### config.mk
export PLATFORM = sky130hd
export DESIGN_NAME = uart_loopback
export DESIGN_NICKNAME = d
export VERILOG_FILES = /design/src/verilog/uart_frame_pkg.sv /design/src/verilog/uart_state_pkg.sv /design/src/verilog/uart_tx.sv /design/src/verilog/uart_rx.sv /design/src/verilog/uart_loopback.sv
export SDC_FILE = /design/constraint.sdc
export NUM_CORES = 1
export LEC_CHECK = 0
export ABC_AREA = 1
export BUFFER_PORTS_ARGS = -buffer_cell sky130_fd_sc_hd__buf_2
export CELL_PAD_IN_SITES_DETAIL_PLACEMENT = 1
export CELL_PAD_IN_SITES_GLOBAL_PLACEMENT = 1
export CORE_MARGIN = 8
export CORE_UTILIZATION = 39
export CTS_CLUSTER_SIZE = 28
export DETAILED_ROUTE_END_ITERATION = 10
export PLACE_DENSITY_LB_ADDON = 0.1
export SYNTH_ARGS = -nofsm -noshare
export SYNTH_HDL_FRONTEND = slang
export SYNTH_SLANG_ARGS = --single-unit
### constraint.sdc
create_clock -name clk -period 1.84 [get_ports clk]
set_input_delay 0.184 -clock clk [delete_from_list [all_inputs] [get_ports clk]]
set_output_delay 0.184 -clock clk [all_outputs]
set_load 0.05 [all_outputs]
### src/verilog/uart_frame_pkg.sv
`default_nettype none

// character format shared by the transmitter, the receiver and the top level
package uart_frame_pkg;

    // which total the parity bit completes over data plus parity
    typedef enum logic {
        PARITY_EVEN = 1'b0, // even number of ones
        PARITY_ODD  = 1'b1  // odd number of ones
    } parity_e;

    // flops between the serial pin and the receiver FSM
    localparam int NUM_SYNC_STAGES = 3;

    // start, parity and stop around the data bits
    localparam int FRAME_OVERHEAD_BITS = 3;

    // level of an idle line and of the stop bit, start bit is its complement
    localparam logic LINE_IDLE = 1'b1;

endpackage

`default_nettype wire

### src/verilog/uart_state_pkg.sv
`default_nettype none

// FSM encodings of both directions, kept side by side
package uart_state_pkg;

    typedef enum logic [2:0] {
        TX_IDLE   = 3'd0, // line idle, ready for a word
        TX_START  = 3'd1,
        TX_DATA   = 3'd2, // data bits, lsb first
        TX_PARITY = 3'd3,
        TX_STOP   = 3'd4
    } tx_state_e;

    typedef enum logic [2:0] {
        RX_IDLE   = 3'd0, // waiting for a start edge
        RX_START  = 3'd1, // confirming start at mid bit
        RX_DATA   = 3'd2,
        RX_PARITY = 3'd3,
        RX_STOP   = 3'd4  // result is reported here
    } rx_state_e;

endpackage

`default_nettype wire

### src/verilog/uart_tx.sv
`timescale 1ns/1ps
`default_nettype none

module uart_tx #(
    parameter int DATA_WIDTH = 8,
    parameter int CLOCKS_PER_BIT = 8,
    parameter uart_frame_pkg::parity_e PARITY = uart_frame_pkg::PARITY_EVEN
) (
    input  wire                  clk,
    input  wire                  reset,
    input  wire                  i_enable,
    input  wire [DATA_WIDTH-1:0] i_data,
    output logic                 o_busy,
    output logic                 o_serial_out
);

    // bits queued behind the start bit: data, parity, stop
    localparam int FRAME_W = DATA_WIDTH + uart_frame_pkg::FRAME_OVERHEAD_BITS - 1;
    localparam int CNT_W = (CLOCKS_PER_BIT > 1) ? $clog2(CLOCKS_PER_BIT) : 1;
    localparam int IDX_W = (DATA_WIDTH > 1) ? $clog2(DATA_WIDTH) : 1;
    localparam logic [CNT_W-1:0] LAST_CNT = CNT_W'(CLOCKS_PER_BIT - 1);
    localparam logic [IDX_W-1:0] LAST_IDX = IDX_W'(DATA_WIDTH - 1);
    localparam logic START_LEVEL = ~uart_frame_pkg::LINE_IDLE;

    uart_state_pkg::tx_state_e state;
    logic [CNT_W-1:0]   clk_cnt;     // clocks into the current bit
    logic [IDX_W-1:0]   bit_idx;     // data bit being sent
    logic [FRAME_W-1:0] frame_shift; // next bit to send sits in bit 0
    logic               parity_bit;
    logic               bit_done;
    logic               accept;

    assign accept   = i_enable && (state == uart_state_pkg::TX_IDLE);
    assign bit_done = (clk_cnt == LAST_CNT);
    assign o_busy   = (state != uart_state_pkg::TX_IDLE);

    // parity of the word on i_data, only taken in the accepting cycle
    assign parity_bit = (^i_data) ^ (PARITY == uart_frame_pkg::PARITY_ODD);

    always_ff @(posedge clk) begin
        if (accept) begin
            frame_shift <= {uart_frame_pkg::LINE_IDLE, parity_bit, i_data};
        end else if (o_busy && bit_done) begin
            frame_shift <= {uart_frame_pkg::LINE_IDLE, frame_shift[FRAME_W-1:1]}; // fill with idle
        end
    end

    always_ff @(posedge clk) begin
        if (reset) begin
            state        <= uart_state_pkg::TX_IDLE;
            clk_cnt      <= '0;
            bit_idx      <= '0;
            o_serial_out <= uart_frame_pkg::LINE_IDLE;
        end else begin
            case (state)
                uart_state_pkg::TX_IDLE: begin
                    clk_cnt <= '0;
                    bit_idx <= '0;
                    if (accept) begin
                        state        <= uart_state_pkg::TX_START;
                        o_serial_out <= START_LEVEL; // start bit shows next cycle
                    end
                end
                uart_state_pkg::TX_START: begin
                    if (bit_done) begin
                        state        <= uart_state_pkg::TX_DATA;
                        o_serial_out <= frame_shift[0]; // data bit 0
                    end
                end
                uart_state_pkg::TX_DATA: begin
                    if (bit_done) begin
                        o_serial_out <= frame_shift[0];
                        if (bit_idx == LAST_IDX) begin
                            state <= uart_state_pkg::TX_PARITY; // parity now in bit 0
                        end else begin
                            bit_idx <= bit_idx + 1'b1;
                        end
                    end
                end
                uart_state_pkg::TX_PARITY: begin
                    if (bit_done) begin
                        state        <= uart_state_pkg::TX_STOP;
                        o_serial_out <= frame_shift[0]; // stop bit
                    end
                end
                uart_state_pkg::TX_STOP: begin
                    if (bit_done) begin
                        state        <= uart_state_pkg::TX_IDLE;
                        o_serial_out <= uart_frame_pkg::LINE_IDLE;
                    end
                end
                default: begin
                    state        <= uart_state_pkg::TX_IDLE;
                    o_serial_out <= uart_frame_pkg::LINE_IDLE;
                end
            endcase

            // bit period counter runs for the whole frame
            if (o_busy) begin
                clk_cnt <= bit_done ? '0 : clk_cnt + 1'b1;
            end
        end
    end

endmodule

`default_nettype wire

### src/verilog/uart_rx.sv
`timescale 1ns/1ps
`default_nettype none

module uart_rx #(
    parameter int DATA_WIDTH = 8,
    parameter int CLOCKS_PER_BIT = 8,
    parameter uart_frame_pkg::parity_e PARITY = uart_frame_pkg::PARITY_EVEN
) (
    input  wire                   clk,
    input  wire                   reset,
    input  wire                   i_serial_in,
    output logic [DATA_WIDTH-1:0] o_received_data,
    output logic                  o_data_is_valid,
    output logic                  o_rx_error
);

    localparam int SYNC_N = uart_frame_pkg::NUM_SYNC_STAGES;
    // sampled bits after the start bit: data, parity, stop
    localparam int FRAME_W = DATA_WIDTH + uart_frame_pkg::FRAME_OVERHEAD_BITS - 1;
    localparam int CNT_W = (CLOCKS_PER_BIT > 1) ? $clog2(CLOCKS_PER_BIT) : 1;
    localparam int IDX_W = (DATA_WIDTH > 1) ? $clog2(DATA_WIDTH) : 1;
    localparam logic [CNT_W-1:0] LAST_CNT = CNT_W'(CLOCKS_PER_BIT - 1);
    localparam logic [CNT_W-1:0] HALF_CNT = CNT_W'(CLOCKS_PER_BIT / 2 - 1);
    localparam logic [IDX_W-1:0] LAST_IDX = IDX_W'(DATA_WIDTH - 1);
    localparam logic START_LEVEL = ~uart_frame_pkg::LINE_IDLE;

    uart_state_pkg::rx_state_e state;
    logic [SYNC_N-1:0]  sync_q;      // synchronizer chain, oldest in the msb
    logic               rx_line;
    logic [CNT_W-1:0]   clk_cnt;
    logic [IDX_W-1:0]   bit_idx;
    logic [FRAME_W-1:0] frame_shift;
    logic [FRAME_W-1:0] next_frame;  // frame_shift with the current sample shifted in
    logic               bit_done;
    logic               parity_ok;
    logic               stop_ok;

    assign rx_line  = sync_q[SYNC_N-1];
    assign bit_done = (clk_cnt == LAST_CNT);

    // lsb first, so samples enter at the top and move down
    assign next_frame = {rx_line, frame_shift[FRAME_W-1:1]};

    // only meaningful at the stop sample, when next_frame is complete
    assign parity_ok = ((^next_frame[DATA_WIDTH-1:0]) ^
                        (PARITY == uart_frame_pkg::PARITY_ODD)) == next_frame[DATA_WIDTH];
    assign stop_ok   = (next_frame[FRAME_W-1] == uart_frame_pkg::LINE_IDLE);

    always_ff @(posedge clk) begin
        if (reset) begin
            sync_q <= {SYNC_N{uart_frame_pkg::LINE_IDLE}};
        end else begin
            sync_q <= {sync_q[SYNC_N-2:0], i_serial_in};
        end
    end

    always_ff @(posedge clk) begin
        if (bit_done && (state != uart_state_pkg::RX_IDLE) &&
            (state != uart_state_pkg::RX_START)) begin
            frame_shift <= next_frame;
        end
    end

    always_ff @(posedge clk) begin
        if (reset) begin
            state           <= uart_state_pkg::RX_IDLE;
            clk_cnt         <= '0;
            bit_idx         <= '0;
            o_received_data <= '0;
            o_data_is_valid <= 1'b0;
            o_rx_error      <= 1'b0;
        end else begin
            o_data_is_valid <= 1'b0; // both results are single-cycle pulses
            o_rx_error      <= 1'b0;
            case (state)
                uart_state_pkg::RX_IDLE: begin
                    clk_cnt <= '0;
                    bit_idx <= '0;
                    if (rx_line == START_LEVEL) begin
                        state <= uart_state_pkg::RX_START; // falling edge seen
                    end
                end
                uart_state_pkg::RX_START: begin
                    if (clk_cnt == HALF_CNT) begin
                        clk_cnt <= '0; // later samples land mid bit
                        if (rx_line == START_LEVEL) begin
                            state <= uart_state_pkg::RX_DATA;
                        end else begin
                            state <= uart_state_pkg::RX_IDLE; // glitch, not a start bit
                        end
                    end else begin
                        clk_cnt <= clk_cnt + 1'b1;
                    end
                end
                uart_state_pkg::RX_DATA: begin
                    if (bit_done) begin
                        clk_cnt <= '0;
                        if (bit_idx == LAST_IDX) begin
                            state <= uart_state_pkg::RX_PARITY;
                        end else begin
                            bit_idx <= bit_idx + 1'b1;
                        end
                    end else begin
                        clk_cnt <= clk_cnt + 1'b1;
                    end
                end
                uart_state_pkg::RX_PARITY: begin
                    if (bit_done) begin
                        clk_cnt <= '0;
                        state   <= uart_state_pkg::RX_STOP;
                    end else begin
                        clk_cnt <= clk_cnt + 1'b1;
                    end
                end
                uart_state_pkg::RX_STOP: begin
                    if (bit_done) begin
                        clk_cnt <= '0;
                        state   <= uart_state_pkg::RX_IDLE;
                        // a bad frame leaves the last good word in place
                        if (parity_ok && stop_ok) begin
                            o_received_data <= next_frame[DATA_WIDTH-1:0];
                            o_data_is_valid <= 1'b1;
                        end else begin
                            o_rx_error <= 1'b1;
                        end
                    end else begin
                        clk_cnt <= clk_cnt + 1'b1;
                    end
                end
                default: begin
                    state <= uart_state_pkg::RX_IDLE;
                end
            endcase
        end
    end

endmodule

`default_nettype wire

### src/verilog/uart_loopback.sv
`timescale 1ns/1ps
`default_nettype none

module uart_loopback #(
    parameter int DATA_WIDTH = 8,
    parameter int CLOCKS_PER_BIT = 8, // even, at least 4
    parameter uart_frame_pkg::parity_e PARITY = uart_frame_pkg::PARITY_EVEN
) (
    input  wire                   clk,
    input  wire                   reset,
    input  wire                   i_enable,
    input  wire  [DATA_WIDTH-1:0] i_data,
    input  wire                   i_loopback,  // 1 feeds the receiver from the transmitter
    input  wire                   i_serial_in, // external serial pin
    output wire                   o_busy,
    output wire                   o_serial_out,
    output wire  [DATA_WIDTH-1:0] o_received_data,
    output wire                   o_data_is_valid,
    output wire                   o_rx_error
);

    wire tx_line;
    wire rx_line;

    assign o_serial_out = tx_line;
    assign rx_line      = i_loopback ? tx_line : i_serial_in;

    uart_tx #(
        .DATA_WIDTH    (DATA_WIDTH),
        .CLOCKS_PER_BIT(CLOCKS_PER_BIT),
        .PARITY        (PARITY)
    ) uart_tx_i (
        .clk         (clk),
        .reset       (reset),
        .i_enable    (i_enable),
        .i_data      (i_data),
        .o_busy      (o_busy),
        .o_serial_out(tx_line)
    );

    uart_rx #(
        .DATA_WIDTH    (DATA_WIDTH),
        .CLOCKS_PER_BIT(CLOCKS_PER_BIT),
        .PARITY        (PARITY)
    ) uart_rx_i (
        .clk            (clk),
        .reset          (reset),
        .i_serial_in    (rx_line),
        .o_received_data(o_received_data),
        .o_data_is_valid(o_data_is_valid),
        .o_rx_error     (o_rx_error)
    );

endmodule

`default_nettype wire

# Word level (Yosys, flattened, before mapping)

Cells that the tools add are included.

Mux-type cells: 36
Eq/ne operators: 30
Bitwise operators: 2
Add/subtract/negate cells: 4
Reductions and logical operators: 25

Operator list:

| cell                                                | number |
|---|---|
| 2-to-1 mux 3 bit                                    | 21 |
| one-hot mux 3 bit (5 select lines)                  | 2 |
| != test 2 x 1 -> 1 bit, second input constant       | 12 |
| equality test 3 bit, second input constant          | 6 |
| 2-to-1 mux 9 bit                                    | 2 |
| XOR reduction 8 bit                                 | 2 |
| equality test 3 x 2 -> 1 bit, second input constant | 5 |
| adder 3 x 1 -> 3 bit, second input constant         | 4 |
| one-hot mux 3 bit (2 select lines)                  | 2 |
| AND reduction 3 bit                                 | 4 |
| AND reduction 6 bit                                 | 2 |
| one-hot mux 3 bit (3 select lines)                  | 1 |
| nonzero test 3 bit                                  | 3 |
| OR reduction 3 bit                                  | 3 |
| nonzero test 2 bit                                  | 4 |
| equality test 3 x 1 -> 1 bit, second input constant | 2 |
| zero test 3 bit                                     | 2 |
| 2-to-1 mux 1 bit                                    | 6 |
| != test 2 bit, second input constant                | 3 |
| logical AND 1 bit                                   | 5 |
| != test 3 x 1 -> 1 bit, second input constant       | 1 |
| one-hot mux 1 bit (3 select lines)                  | 1 |
| 2-to-1 mux 2 bit                                    | 1 |
| inverter 1 bit                                      | 2 |
| equality test 1 bit                                 | 1 |

Bits of input ports: 13
Word-level logic and storage cells: 110
Flip-flop bits (word level): 51

# Logic depth before layout (Yosys ltp)

Depth after elaboration: 4
Mapped depth: 12

# Cells and area by module

Synthesis repeated with hierarchy kept, for this count alone.

Cell total of the unflattened synthesis: 341
Area, all modules: 2615.0 µm²

Modules (own cells, without submodules):

| module        | times used | area each (µm²) | cells an instance | seq. area each (µm²) |
|---|---|---|---|---|
| uart_rx       | 1          | 1621.6          | 217               | 710.7 |
| uart_tx       | 1          | 978.4           | 120               | 470.5 |
| uart_loopback | 1          | 15.0            | 4                 | 0.0 |

# Worst setup path before layout

No wires, ideal clock.

Path type: register to register
Start: reg uart_tx_i.state[1]
End: reg uart_tx_i.frame_shift[0] (enable)
Path buffers: 1
Data required time: 1.453 ns
Setup time: 0.387 ns
Period minus slack after synthesis: 1.814 ns
Slack: 0.026 ns
Cell stages (with the launch flop): 9
Arrival time: 1.426 ns
Cells stage by stage: dfxtp_1 > inv_2 > nand2_2 > nor2_4 > inv_2 > nor2_8 > inv_2 > buf_2 > o21ai_0

Longest elaborated chain between the ends: 3
Elaborated cells on any way between the ends: 5
Classes of those cells: reduce/logical (5)

Ends and longest elaborated chain:

| what                         | RTL line            | text |
|---|---|---|
| start: declaration           | uart_tx.sv:25       | `uart_state_pkg::tx_state_e state;` |
| start signal: assignment     | uart_tx.sv:50       | `state <= uart_state_pkg::TX_IDLE;` |
| start signal: assignment     | uart_tx.sv:60       | `state <= uart_state_pkg::TX_START;` |
| start signal: assignment     | uart_tx.sv:66       | `state <= uart_state_pkg::TX_DATA;` |
| nonzero test 3 bit           | uart_tx.sv:35       | `assign o_busy = (state != uart_state_pkg::TX_IDLE);` |
| net o_busy                   | uart_loopback.sv:15 | `output wire o_busy,` |
| logical AND 1 bit            | uart_tx.sv:43       | `end else if (o_busy && bit_done) begin` |
| nonzero test 2 bit (no line) | n/a                 |  |
| end signal: assignment       | uart_tx.sv:42       | `frame_shift <= {uart_frame_pkg::LINE_IDLE, parity_bit, i_data};` |
| end signal: assignment       | uart_tx.sv:44       | `frame_shift <= {uart_frame_pkg::LINE_IDLE, frame_shift[FRAME_W-1:1]};` |
| end: declaration             | uart_tx.sv:28       | `logic [FRAME_W-1:0] frame_shift;` |

The timed path passes the listed nets, and every way through them passes these cells.
A chain may end at the register's enable or synchronous reset.

# Worst setup path after layout

Start: reg uart_rx_i.clk_cnt[0]
End: reg uart_rx_i.o_received_data[3]

Longest elaborated chain between the ends: 2

Ends and longest elaborated chain:

| what                          | RTL line       | text |
|---|---|---|
| start: declaration            | uart_rx.sv:30  | `logic [CNT_W-1:0] clk_cnt;` |
| start signal: assignment      | uart_rx.sv:92  | `clk_cnt <= clk_cnt + 1'b1;` |
| start signal: assignment      | uart_rx.sv:104 | `clk_cnt <= clk_cnt + 1'b1;` |
| start signal: assignment      | uart_rx.sv:112 | `clk_cnt <= clk_cnt + 1'b1;` |
| equality test 3 bit           | uart_rx.sv:39  | `assign bit_done = (clk_cnt == LAST_CNT);` |
| AND reduction 3 bit (no line) | n/a            |  |
| end signal: assignment        | uart_rx.sv:121 | `o_received_data <= next_frame[DATA_WIDTH-1:0];` |
| end: declaration              | uart_rx.sv:12  | `output logic [DATA_WIDTH-1:0] o_received_data,` |

No other way between the ends.

==> impl_results.md <==
* Crit path launch type: flip-flop
* Num ports at 25
* Vias at 2097
* Clk pin slew, worst setup/hold paths at 0.10 ns
* Top cell type's share of synthesized area at 24.5%
* Routed len/inst at 12.4 um
* Post-route DRC at 0
* Core Area at 6640 um^2
* Vias in the first global route at 2090
* Worst slew margin at 61.8%
* Main area contributors after synthesis: dfxtp_1, edfxtp_1, nand2_1
* H-tree depth at 2
* Full die area at 9590 um^2
* Global-route usage over all layers at 12.0%
* Global route overflow at 0
* Die X at 97.9 um
* Vias/cell at 4.73
* Reg2reg setup slack at 0.18 ns
* Seq/Total Area, Yosys at 45.1%
* Post-layout util at 44.7%
* Non-Filler Instances at 443
* VDD IR max at 0.000422 V
* Initial antenna violation count at 0
* Final min period at 1.66 ns
* Port Buffers at 24
* Final nets at 387
* Clock sinks at 50
* Yosys reg bits at 50
* Period utilization at 90.0%
* Final ANT Viol Nets at 0
* Largest net degree at the start of global routing at 17
* Clk_skew at 0.0144 ns
* Final setup vio count at 0
* Placed insts at 433
* First-pass GRT wire length at 9600 um
* RD Place Congestion at 0.761
* TritonCTS Buffers at 5
* Dpl hpwl at 4300 um
* RSZ-0062 raised after global routing: false
* WS Path Type: reg -> reg
* Req. time, crit path at 2.05 ns
* CTS max path bufs at 2
* Status: completed
* Hold Path Origin: i_loopback
* Largest area contributor in the netlist: dfxtp_1
* Crit-path max FO at 5
* Syn-to-layout area delta at 13.6%
* Max-slew violations at 0
* FP Rows at 30
* Die height at 97.9 um
* Initial DRC count at 43
* Syn Inst Count at 329
* Synth Flop Type: dfxtp_1
* Cell area power density at 1030 nW/um^2
* Number of max-cap violations at 0
* Top flop regs: uart_rx_i.frame_shift: 9 flops, uart_tx_i.frame_shift: 9 flops, uart_rx_i.o_received_data: 8 flops
* Setup total negative slack at 0 ns
* Worst slew pin tran at 0.572 ns
* FF-to-FF path depth at 8
* Fraction of registers with async set/reset at 0%
* Critical Path Source: uart_rx_i.clk_cnt[0]$_SDFFE_PP0P_
* Starting Density at 39.4%
* Syn nets at 354
* Leakage at 0.00142 uW
* Synth Cell Area at 2620 um^2
* Layout cells sized above 1 at 19.0%
* Crit end category: flip-flop
* Pre-CTS setup slack at 0.0736 ns
* Final worst setup slack at 0.185 ns
* R2r startpoint: uart_rx_i.clk_cnt[0]$_SDFFE_PP0P_
* Hold Fails Final Rpt at 0
* Fmax at 604 MHz
* Total routed wirelength at 5510 um
* Unique masters post-synth at 35
* Post-synthesis average cell area at 7.96 um^2
* # diodes at 0
* Hold Path Class: in -> reg
* Number of flops mapped to enable cells by yosys at 18
* WP data arrival at 1.86 ns
* Hold Path Depth at 2
* Root Buffer: clkbuf_8
* Synth Warn # at 0
* Drt first pass iters at 4
* CTS tree: built
* Clk_lat worst skew at 0.30 ns
-- Yosys cell counts, types with 2 or more instances --
library cell / instances
a211oi_1: 2
a21oi_1: 15
a31oi_1: 2
clkbuf_1: 3
dfxtp_1: 32
edfxtp_1: 18
ha_1: 12
inv_1: 54
inv_2: 6
nand2_1: 91
nand2_2: 6
nand3_1: 5
nand3_2: 2
nand4_1: 10
nand4_4: 2
nor2_1: 23
nor2_2: 4
nor3_1: 5
o21ai_0: 9
o21ai_1: 6
or2_2: 2
xnor2_1: 4
xor2_1: 4
-- final cells by class --
class | count | area (um^2)
clock inverters | 2 | 10.0
clock buffers | 6 | 93.8
flip-flops and latches | 50 | 1180
multi-input cells | 213 | 1190
inverters | 62 | 235
fillers | 850 | 3670
repair buffers | 30 | 165
well taps | 80 | 100
-- metrics by stage --
step	area [um^2]	hold slack, ns	power (uW)
floorplan	2620	0.284	2170
global placement	2850	0.384	2370
detailed placement	2850	0.389	2400
CTS	2960	0.0561	3120
global route	2970	0.0555	3290
finish	2970	0.0629	3070
-- layer usage --
metal | GRT usage [%] | part of all wire (%) | up-vias
met1 | 14.3 | 48 | 962
li1 | - | - | 1106
met5 | 0 | 0 | -
met2 | 21.1 | 48 | 25
met4 | 3.96 | 1.1 | 0
met3 | 2.28 | 2.6 | 4
-- what timing repair did --
action,CTS,global route
setup buffers,0,2
hold buffers,0,0
setup endpoints to repair,0,9
gates resized for setup,0,1
-- critical path: stages (launching register included) --
cell	delay, ns
dfxtp_1	0.36
ha_1	0.24
ha_1	0.17
inv_1	0.07
nor3_4	0.26
buf_4	0.20
nand4_1	0.10
nand2_1	0.12
nor2_1	0.05
-- final timing paths --
path	to
setup / recovery	uart_rx_i.o_received_data[3]$_SDFFE_PP0P_
hold / removal	uart_rx_i.sync_q[0]$_SDFF_PP1_
setup reg to reg	uart_rx_i.o_received_data[3]$_SDFFE_PP0P_
hold reg to reg	uart_rx_i.sync_q[2]$_SDFF_PP1_
-- layout by cell type, fill, tap and decap left out --
cell       Yosys  layout
inv_4          1       1
nand4_1       10      10
o21ai_0        9       9
nor2_8         1       1
o31ai_2        1       1
nor3_1         5       5
xor2_1         4       4
ha_1          12      11
nand2_2        6       6
a22o_1         1       1
inv_2          6       6
buf_4          0       6
edfxtp_1      18      18
or2_2          2       2
nor3_4         1       1
dfxtp_1       32      32
or2_4          1       1
nand2_1       91      91
nor2_1        23      23
clkbuf_8       0       5
inv_1         54      54
o21ai_1        6       6
nor2_2         4       4
o211ai_1       1       1
a211oi_2       1       1
nand2_4        1       1
nand3_2        2       2
clkbuf_16      0       1
nand3_1        5       5
nor2_4         1       1
clkinv_1       1       1
a211oi_1       2       2
clkinv_2       0       2
ha_2           0       1
xnor2_1        4       4
a31oi_1        2       2
a21oi_1       15      15
nand4_4        2       2
buf_2          1      24
-- logic make-up after synthesis --
logic type | after synthesis | synth area share [%]
XOR/XNOR | 8 | 2.68
buffers and inverters | 66 | 9.61
flip-flops | 50 | 45.1
adder cells (fa/ha/maj) | 12 | 5.74
AND/OR/NAND/NOR | 155 | 28.5
AO/OA/AOI/OAI | 38 | 8.36
-- report_power, final --
part	leakage, uW	internal (uW)	switching (uW)	total [uW]
Combinational	0.000938	300	642	942
Clock	0.0000561	346	370	716
Sequential	0.000426	1340	76.6	1410
No activity file was read; power rests on OpenSTA's default activity.
